### src/verilog/dsp_cfg_pkg.sv
`default_nettype none

package dsp_cfg_pkg;

    //Equalizer and slicer
    localparam int FFE_TAPS  = 3;
    localparam int WEIGHT_W  = 8;
    localparam int SHIFT_W   = 3;
    localparam int THRESH_W  = 12;
    localparam int FFE_OUT_W = 19;

    //Channel estimate
    localparam int CHAN_TAPS = 3;
    localparam int CHAN_W    = 8;
    localparam int EST_W     = 10;

    //Register map
    localparam logic [7:0] ADDR_FFE_W      = 8'h00;
    localparam logic [7:0] ADDR_FFE_CTL    = 8'h04;
    localparam logic [7:0] ADDR_CHAN       = 8'h08;
    localparam logic [7:0] ADDR_CHAN_SHIFT = 8'h0C;
    localparam int         THRESH_LSB      = 8;

    typedef logic signed [WEIGHT_W-1:0] weight_t;
    typedef logic signed [CHAN_W-1:0]   chan_tap_t;

    typedef struct packed {
        weight_t   [FFE_TAPS-1:0]  ffe_w;
        logic      [SHIFT_W-1:0]   ffe_shift;
        logic signed [THRESH_W-1:0] thresh;
        chan_tap_t [CHAN_TAPS-1:0] chan_w;
        logic      [SHIFT_W-1:0]   chan_shift;
    } dsp_cfg_t;

endpackage : dsp_cfg_pkg

`default_nettype wire

### src/verilog/dsp_data_pkg.sv
`default_nettype none

package dsp_data_pkg;

    //Block geometry
    localparam int LANES  = 4;
    localparam int CODE_W = 8;
    localparam int ERR_W  = 11;

    typedef logic signed [CODE_W-1:0] code_t;
    typedef logic signed [ERR_W-1:0]  err_t;

    //Lane 0 holds the oldest sample of a block
    typedef code_t [LANES-1:0] code_block_t;
    typedef logic  [LANES-1:0] bit_block_t;
    typedef err_t  [LANES-1:0] err_block_t;

    //Tap 0 is the newest code of the window
    typedef code_t [dsp_cfg_pkg::FFE_TAPS-1:0] code_window_t;

endpackage : dsp_data_pkg

`default_nettype wire

### src/verilog/apb_cfg_regs.sv
`timescale 1ns/1ps
`default_nettype none

module apb_cfg_regs (
    input  logic                  clk_i,
    input  logic                  reset_i,

    input  logic                  psel_i,
    input  logic                  penable_i,
    input  logic                  pwrite_i,
    input  logic [7:0]            paddr_i,
    input  logic [31:0]           pwdata_i,
    output logic [31:0]           prdata_o,
    output logic                  pready_o,
    output logic                  pslverr_o,

    output dsp_cfg_pkg::dsp_cfg_t cfg_o
);
    import dsp_cfg_pkg::*;

    dsp_cfg_t    cfg_q;
    logic        access;
    logic        addr_hit;
    logic [31:0] rdata;

    assign access = psel_i & penable_i;

    //Read mux and address decode
    always_comb begin
        addr_hit = 1'b1;
        rdata    = '0;
        case (paddr_i)
            ADDR_FFE_W: begin
                rdata[FFE_TAPS*WEIGHT_W-1:0] = cfg_q.ffe_w;
            end
            ADDR_FFE_CTL: begin
                rdata[SHIFT_W-1:0]             = cfg_q.ffe_shift;
                rdata[THRESH_LSB +: THRESH_W] = cfg_q.thresh;
            end
            ADDR_CHAN: begin
                rdata[CHAN_TAPS*CHAN_W-1:0] = cfg_q.chan_w;
            end
            ADDR_CHAN_SHIFT: begin
                rdata[SHIFT_W-1:0] = cfg_q.chan_shift;
            end
            default: begin
                addr_hit = 1'b0;
            end
        endcase
    end

    always_ff @(posedge clk_i) begin
        if (reset_i) begin
            cfg_q <= '0;
        end else if (access && pwrite_i) begin
            case (paddr_i)
                ADDR_FFE_W: cfg_q.ffe_w <= pwdata_i[FFE_TAPS*WEIGHT_W-1:0];
                ADDR_FFE_CTL: begin
                    cfg_q.ffe_shift <= pwdata_i[SHIFT_W-1:0];
                    cfg_q.thresh    <= pwdata_i[THRESH_LSB +: THRESH_W];
                end
                ADDR_CHAN:       cfg_q.chan_w     <= pwdata_i[CHAN_TAPS*CHAN_W-1:0];
                ADDR_CHAN_SHIFT: cfg_q.chan_shift <= pwdata_i[SHIFT_W-1:0];
                default: ;
            endcase
        end
    end

    //Zero wait states
    assign pready_o  = 1'b1;
    assign pslverr_o = access & ~addr_hit;
    assign prdata_o  = rdata;
    assign cfg_o     = cfg_q;

endmodule : apb_cfg_regs

`default_nettype wire

### src/verilog/code_history.sv
`timescale 1ns/1ps
`default_nettype none

module code_history (
    input  logic                       clk_i,
    input  logic                       reset_i,
    input  logic                       valid_i,
    input  dsp_data_pkg::code_block_t  codes_i,
    output dsp_data_pkg::code_window_t [dsp_data_pkg::LANES-1:0] windows_o
);
    import dsp_data_pkg::*;
    import dsp_cfg_pkg::*;

    code_block_t           prev_q;
    code_t [2*LANES-1:0]   hist;

    //Previous valid block only
    always_ff @(posedge clk_i) begin
        if (reset_i) begin
            prev_q <= '0;
        end else if (valid_i) begin
            prev_q <= codes_i;
        end
    end

    //Sample stream across the block boundary, oldest at index 0
    assign hist = {codes_i, prev_q};

    always_comb begin
        for (int i = 0; i < LANES; i++) begin
            for (int j = 0; j < FFE_TAPS; j++) begin
                windows_o[i][j] = hist[LANES+i-j];
            end
        end
    end

endmodule : code_history

`default_nettype wire

### src/verilog/ffe_lane.sv
`timescale 1ns/1ps
`default_nettype none

module ffe_lane (
    input  logic                        clk_i,
    input  logic                        reset_i,
    input  dsp_data_pkg::code_window_t  window_i,
    input  dsp_cfg_pkg::dsp_cfg_t       cfg_i,
    output logic                        bit_o
);
    import dsp_cfg_pkg::*;

    logic signed [FFE_OUT_W-1:0] ffe_sum;
    logic signed [FFE_OUT_W-1:0] ffe_shifted;
    logic signed [FFE_OUT_W-1:0] thresh_ext;
    logic                        slice;

    //Full precision multiply accumulate
    always_comb begin
        logic signed [FFE_OUT_W-1:0] code;
        logic signed [FFE_OUT_W-1:0] weight;
        ffe_sum = '0;
        for (int t = 0; t < FFE_TAPS; t++) begin
            code    = window_i[t];
            weight  = cfg_i.ffe_w[t];
            ffe_sum = ffe_sum + code * weight;
        end
    end

    assign ffe_shifted = ffe_sum >>> cfg_i.ffe_shift;
    assign thresh_ext  = cfg_i.thresh;

    //Slicer
    assign slice = (ffe_shifted >= thresh_ext);

    always_ff @(posedge clk_i) begin
        if (reset_i) begin
            bit_o <= 1'b0;
        end else begin
            bit_o <= slice;
        end
    end

endmodule : ffe_lane

`default_nettype wire

### src/verilog/delay_line.sv
`timescale 1ns/1ps
`default_nettype none

module delay_line #(
    parameter type payload_t = logic,
    parameter int  DEPTH     = 1
) (
    input  logic     clk_i,
    input  logic     reset_i,
    input  logic     valid_i,
    input  payload_t data_i,
    output payload_t data_o,
    output logic     valid_o
);
    payload_t           data_q [DEPTH];
    logic [DEPTH-1:0]   valid_q;

    always_ff @(posedge clk_i) begin
        data_q[0] <= data_i;
        for (int s = 1; s < DEPTH; s++) begin
            data_q[s] <= data_q[s-1];
        end
    end

    always_ff @(posedge clk_i) begin
        if (reset_i) begin
            valid_q <= '0;
        end else begin
            valid_q[0] <= valid_i;
            for (int s = 1; s < DEPTH; s++) begin
                valid_q[s] <= valid_q[s-1];
            end
        end
    end

    assign data_o  = data_q[DEPTH-1];
    assign valid_o = valid_q[DEPTH-1];

endmodule : delay_line

`default_nettype wire

### src/verilog/channel_error.sv
`timescale 1ns/1ps
`default_nettype none

module channel_error (
    input  logic                       clk_i,
    input  logic                       reset_i,
    input  logic                       valid_i,
    input  dsp_data_pkg::bit_block_t   bits_i,
    input  dsp_data_pkg::code_block_t  codes_i,
    input  dsp_cfg_pkg::dsp_cfg_t      cfg_i,
    output dsp_data_pkg::err_block_t   err_o,
    output logic                       valid_o
);
    import dsp_data_pkg::*;
    import dsp_cfg_pkg::*;

    bit_block_t            prev_bits_q;
    logic [2*LANES-1:0]    bit_hist;
    err_block_t            err_d;

    always_ff @(posedge clk_i) begin
        if (reset_i) begin
            prev_bits_q <= '0;
        end else if (valid_i) begin
            prev_bits_q <= bits_i;
        end
    end

    assign bit_hist = {bits_i, prev_bits_q};

    //Rebuild each code from the channel estimate
    always_comb begin
        logic signed [EST_W-1:0] acc;
        logic signed [EST_W-1:0] tap;
        logic signed [EST_W-1:0] est;
        logic signed [ERR_W-1:0] est_ext;
        logic signed [ERR_W-1:0] code_ext;
        for (int i = 0; i < LANES; i++) begin
            acc = '0;
            for (int t = 0; t < CHAN_TAPS; t++) begin
                tap = cfg_i.chan_w[t];
                //Bit 1 maps to +1, bit 0 to -1
                if (bit_hist[LANES+i-t]) begin
                    acc = acc + tap;
                end else begin
                    acc = acc - tap;
                end
            end
            est      = acc >>> cfg_i.chan_shift;
            est_ext  = est;
            code_ext = codes_i[i];
            err_d[i] = est_ext - code_ext;
        end
    end

    always_ff @(posedge clk_i) begin
        if (valid_i) begin
            err_o <= err_d;
        end
    end

    always_ff @(posedge clk_i) begin
        if (reset_i) begin
            valid_o <= 1'b0;
        end else begin
            valid_o <= valid_i;
        end
    end

endmodule : channel_error

`default_nettype wire

### src/verilog/dsp_datapath_top.sv
`timescale 1ns/1ps
`default_nettype none

module dsp_datapath_top (
    input  logic                       clk_i,
    input  logic                       reset_i,

    input  logic                       psel_i,
    input  logic                       penable_i,
    input  logic                       pwrite_i,
    input  logic [7:0]                 paddr_i,
    input  logic [31:0]                pwdata_i,
    output logic [31:0]                prdata_o,
    output logic                       pready_o,
    output logic                       pslverr_o,

    input  logic                       data_valid_i,
    input  dsp_data_pkg::code_block_t  codes_i,
    output dsp_data_pkg::bit_block_t   bits_o,
    output dsp_data_pkg::err_block_t   err_o,
    output logic                       out_valid_o
);
    import dsp_data_pkg::*;
    import dsp_cfg_pkg::*;

    dsp_cfg_t                        cfg;
    code_window_t [LANES-1:0]        windows;
    bit_block_t                      ffe_bits;
    code_block_t                     codes_d1;
    logic                            valid_d1;

    apb_cfg_regs cfg_regs_i (
        .clk_i     (clk_i),
        .reset_i   (reset_i),
        .psel_i    (psel_i),
        .penable_i (penable_i),
        .pwrite_i  (pwrite_i),
        .paddr_i   (paddr_i),
        .pwdata_i  (pwdata_i),
        .prdata_o  (prdata_o),
        .pready_o  (pready_o),
        .pslverr_o (pslverr_o),
        .cfg_o     (cfg)
    );

    code_history hist_i (
        .clk_i     (clk_i),
        .reset_i   (reset_i),
        .valid_i   (data_valid_i),
        .codes_i   (codes_i),
        .windows_o (windows)
    );

    //One equalizer and slicer per lane
    for (genvar gi = 0; gi < LANES; gi++) begin : g_lane
        ffe_lane lane_i (
            .clk_i    (clk_i),
            .reset_i  (reset_i),
            .window_i (windows[gi]),
            .cfg_i    (cfg),
            .bit_o    (ffe_bits[gi])
        );
    end

    //Codes follow the slicer stage
    delay_line #(.payload_t(code_block_t), .DEPTH(1)) code_dly_i (
        .clk_i   (clk_i),
        .reset_i (reset_i),
        .valid_i (data_valid_i),
        .data_i  (codes_i),
        .data_o  (codes_d1),
        .valid_o (valid_d1)
    );

    channel_error chan_err_i (
        .clk_i   (clk_i),
        .reset_i (reset_i),
        .valid_i (valid_d1),
        .bits_i  (ffe_bits),
        .codes_i (codes_d1),
        .cfg_i   (cfg),
        .err_o   (err_o),
        .valid_o (out_valid_o)
    );

    //Bits follow the error stage
    delay_line #(.payload_t(bit_block_t), .DEPTH(1)) bit_dly_i (
        .clk_i   (clk_i),
        .reset_i (reset_i),
        .valid_i (valid_d1),
        .data_i  (ffe_bits),
        .data_o  (bits_o),
        .valid_o ()
    );

endmodule : dsp_datapath_top

`default_nettype wire

### config.mk
export PLATFORM = sky130hd
export DESIGN_NAME = dsp_datapath_top
export DESIGN_NICKNAME = d
export VERILOG_FILES = /design/src/verilog/dsp_cfg_pkg.sv /design/src/verilog/dsp_data_pkg.sv /design/src/verilog/apb_cfg_regs.sv /design/src/verilog/code_history.sv /design/src/verilog/ffe_lane.sv /design/src/verilog/delay_line.sv /design/src/verilog/channel_error.sv /design/src/verilog/dsp_datapath_top.sv
export SDC_FILE = /design/constraint.sdc
export NUM_CORES = 2
export LEC_CHECK = 0
export BUFFER_PORTS_ARGS = -buffer_cell sky130_fd_sc_hd__buf_2
export CAP_MARGIN = 20
export CORE_UTILIZATION = 50
export CTS_CLUSTER_DIAMETER = 60
export DETAILED_ROUTE_END_ITERATION = 12
export HOLD_SLACK_MARGIN = 0.15
export PLACE_DENSITY = 0.66
export SYNTH_ARGS = -nofsm -noshare
export SYNTH_HDL_FRONTEND = slang
export SYNTH_SLANG_ARGS = --single-unit
### constraint.sdc
create_clock -name clk_i -period 26.6 [get_ports clk_i]
set_input_delay 3.99 -clock clk_i [delete_from_list [all_inputs] [get_ports clk_i]]
set_output_delay 3.99 -clock clk_i [all_outputs]
set_load 0.005 [all_outputs]
==> run_results.csv <==
group,metric,value,unit
outcome,outcome,"complete, no violations",
synth,synth_top_area_cell,"fa_1",
synth,synth.area.top_cells,"fa_1, ha_1, inv_1",
timing,whs,522,ps
pwr,p_leak,28.6,nW
critical_path,cp.required,26860,ps
cts,cts_tree,"yes",
cells_and_area,nFillCells,9598,
cells_and_area,syn_to_final_growth,4.76,%
synth,synth-simple-area-share,0.165,
timing,relSlewSlack,0.257,
synth,synth_ff_type,"dfxtp_1",
synth,ys_seq_area_frac,0.0748,
cells_and_area,final_common_cell,"inv_1",
cts,clk_latency,460,ps
critical_path,crit_path_frequent_cell,"ha_1",
synth,synthAdderAreaFrac,0.434,
route,antenna_left,0,
cts,post_cts_resized,0,
critical_path,rrSetupSlack,16910,ps
synth,synth-compound-area-share,0.113,
timing,hold_viol,0,
cells_and_area,layout_common_cells,"inv_1, fa_1, ha_1, and2_1, nand2_1",
grt,grt_pass1_wl,222000,um
route,drc,0,
grt,grt_max_degree,79,
timing,setup_tns,0,ps
synth,ys_seq_elements,170,
pwr,p_per_area,11.8,mW/mm2
floorplan,rows,117,
cts,cts-root-buf,"clkbuf_16",
timing,max_freq,0.0791,GHz
synth,synth_xor_area_frac,0.0696,
cells_and_area,drive_above_1_share,0.0581,
timing,min_period,12640,ps
grt,track_usage,0.272,
cts,ctsHoldBuffers,0,
worst_hold_path,hp-class,"register to register",
timing,finClkSkew,15.7,ps
flow_run,drv_cap,0,
synth,yosysWarnings,0,
place,hpwl,109000,um
cts,cts.path.max_buffers,2,
grt,overflow,0,
floorplan,die_w,323,um
critical_path,startpoint_type,"input pin",
critical_path,crit_fanout,25,
route,vias,40700,
floorplan,initial_core_util,0.504,
critical_path,crit_path_end_kind,"register",
route,drtIter0Drc,2727,
critical_path,critPathMaxStageDelay,680,ps
critical_path,path_class,"input pin to register",
place,dp_cells,7339,
grt,grt_antenna_before_repair,6,
synth,muxShareOfSynthArea,0.0478,
synth,synth_edf_count,44,
cts,ctsHtreeMaxLevel,4,
grt,grt_pass1_vias,40300,
timing,tightest_slew,1110,ps
place,pre_cts_ws,13580,ps
timing,period_share,0.475,
synth,synth.top_cell.area_share,0.288,
synth,ys_async_sr_fraction,0,
timing,rsz0062_at_grt,"no",
floorplan,die-area,0.104,mm2
place,place.gp.congestion,0.946,
critical_path,cp_slowest_cell,"o21ai_0",
route,vias_per_cell,5.52,
cells_and_area,final_util,0.528,
critical_path,worstPathArrival,12900,ps
route,post_drt_wl_per_cell,18.8,um
place,port_buffers,143,
critical_path,cp.buffers_inverters,3,
timing,slew_violations,0,
floorplan,ios,161,
cts,clock-sinks,170,
floorplan,die_y,323,um
cts,post_cts_buffers,0,
cts,cts_buffers,17,
route,drt_pass1_iterations,6,
timing,fin_ws,13960,ps
timing,setup_viol,0,
synth,avgSynthCellArea,8.52,um2
synth,syn-cell-area,0.0514,mm2
synth,synth_top_family_by_area,"adder cells",
pwr,irDropWorstVdd,0.0408,mV
cts,path_clk_slew,70,ps
cells_and_area,fin_cells,7372,
synth,syn_inst,6031,
floorplan,core_area,0.102,mm2
route,wl,138000,um
synth,ys_types,97,
critical_path,cp_top_family,"adder cells",
cells_and_area,layout.nets,7405,
[cells by family after synthesis]
logic type | after synthesis
AOI/OAI and AO/OA | 900
other | 2
xor gates and xnor gates | 399
DFF | 170
and+or+nand+nor | 1716
adders and majority gates | 1337
muxes | 222
buffers and inverters | 1285
[worst register-to-register path, delay by kind of cell (launching register included)]
family	cells	cell delay, ps
buffers and inverters	3	550
AO/OA/AOI/OAI	16	3500
AND/OR/NAND/NOR	7	1410
adder cells (fa/ha/maj)	9	3400
flip-flops	1	630
[worst paths after layout]
check                                     from                                 to  cells past startpoint
min reg2reg   cfg_regs_i.cfg_o[3]$_SDFFE_PP0P_   cfg_regs_i.cfg_o[3]$_SDFFE_PP0P_                      2
min           cfg_regs_i.cfg_o[3]$_SDFFE_PP0P_   cfg_regs_i.cfg_o[3]$_SDFFE_PP0P_                      2
max                                codes_i[12]  g_lane[1].lane_i.bit_o$_SDFF_PP0_                     35
max reg2reg  cfg_regs_i.cfg_o[58]$_SDFFE_PP0P_  g_lane[1].lane_i.bit_o$_SDFF_PP0_                     35
[per-stage QoR]
| stage | cell area (um2) | total power (W) |
|---|---|---|
| after floorplan | 51400 | 0.000328 |
| after global placement | 53200 | 0.000369 |
| after detailed placement | 53200 | 0.000370 |
| after CTS | 53800 | 0.000634 |
| after global routing | 53800 | 0.000652 |
| final | 53800 | 0.000633 |
[sequential cells by signal (all words and copies together) (netlist names)]
| signal | flops |
|---|---|
| code_dly_i.valid_o | 1 |
| cfg_regs_i.cfg_o | 66 |
| chan_err_i.valid_o | 1 |
| g_lane.lane_i.bit_o | 4 |
| chan_err_i.prev_bits_q | 2 |
| hist_i.windows_o | 16 |
| bit_dly_i.data_q | 4 |
| code_dly_i.data_q | 32 |
| chan_err_i.err_o | 44 |
[power by group]
| part | internal [W] | total (W) | switching, W |
|---|---|---|---|
| clock | 0.000144 | 0.000267 | 0.000122 |
| sequential | 0.000275 | 0.000285 | 0.00000959 |
| combinational | 0.0000234 | 0.0000819 | 0.0000585 |
[metal layers]
| metal | GRT usage | share of wire |
|---|---|---|
| met1 | 0.364 | 0.44 |
| met2 | 0.462 | 0.48 |
| met3 | 0.0234 | 0.052 |
| met4 | 0.0903 | 0.034 |
| met5 | 0 | 0.00020 |
[Yosys cell counts, types with 11 or more instances]
library cell  instances
and3_1               14
nor2b_1              62
xor2_1              117
inv_1              1023
clkbuf_1            212
buf_1                20
buf_2                13
a21boi_0             15
nor3b_1              11
o31ai_1              11
mux2_2               55
xnor2_1             276
edfxtp_1             44
nand4_1              17
ha_1                597
nor4_1               17
fa_1                740
o41ai_1              18
mux2i_1             154
a21oi_1             303
o21bai_1             59
nand2b_1             41
o211ai_1             35
a211o_1              15
nand3_1              64
nand2_1             476
a211oi_1             64
nor3_1               59
o21ai_0             157
buf_4                11
a31oi_1              21
mux4_2               12
a21o_1               84
and2_1              493
o21a_1               16
dfxtp_1             126
or2_2                16
nor2_1              409
[layout make-up]
class / count / area (um2) / area share
multi-input cells: 4583 / 42700 / 0.793
inverters: 1027 / 3850 / 0.0716
flip-flops and latches: 170 / 3850 / 0.0716
well taps: 1368 / 1710 / 0.0318
repair buffers: 191 / 1100 / 0.0204
clock buffers: 20 / 478 / 0.00888
clock inverters: 12 / 146 / 0.00272
diodes: 1 / 2.50 / 0.0000465
(Power assumes the default switching activity.)
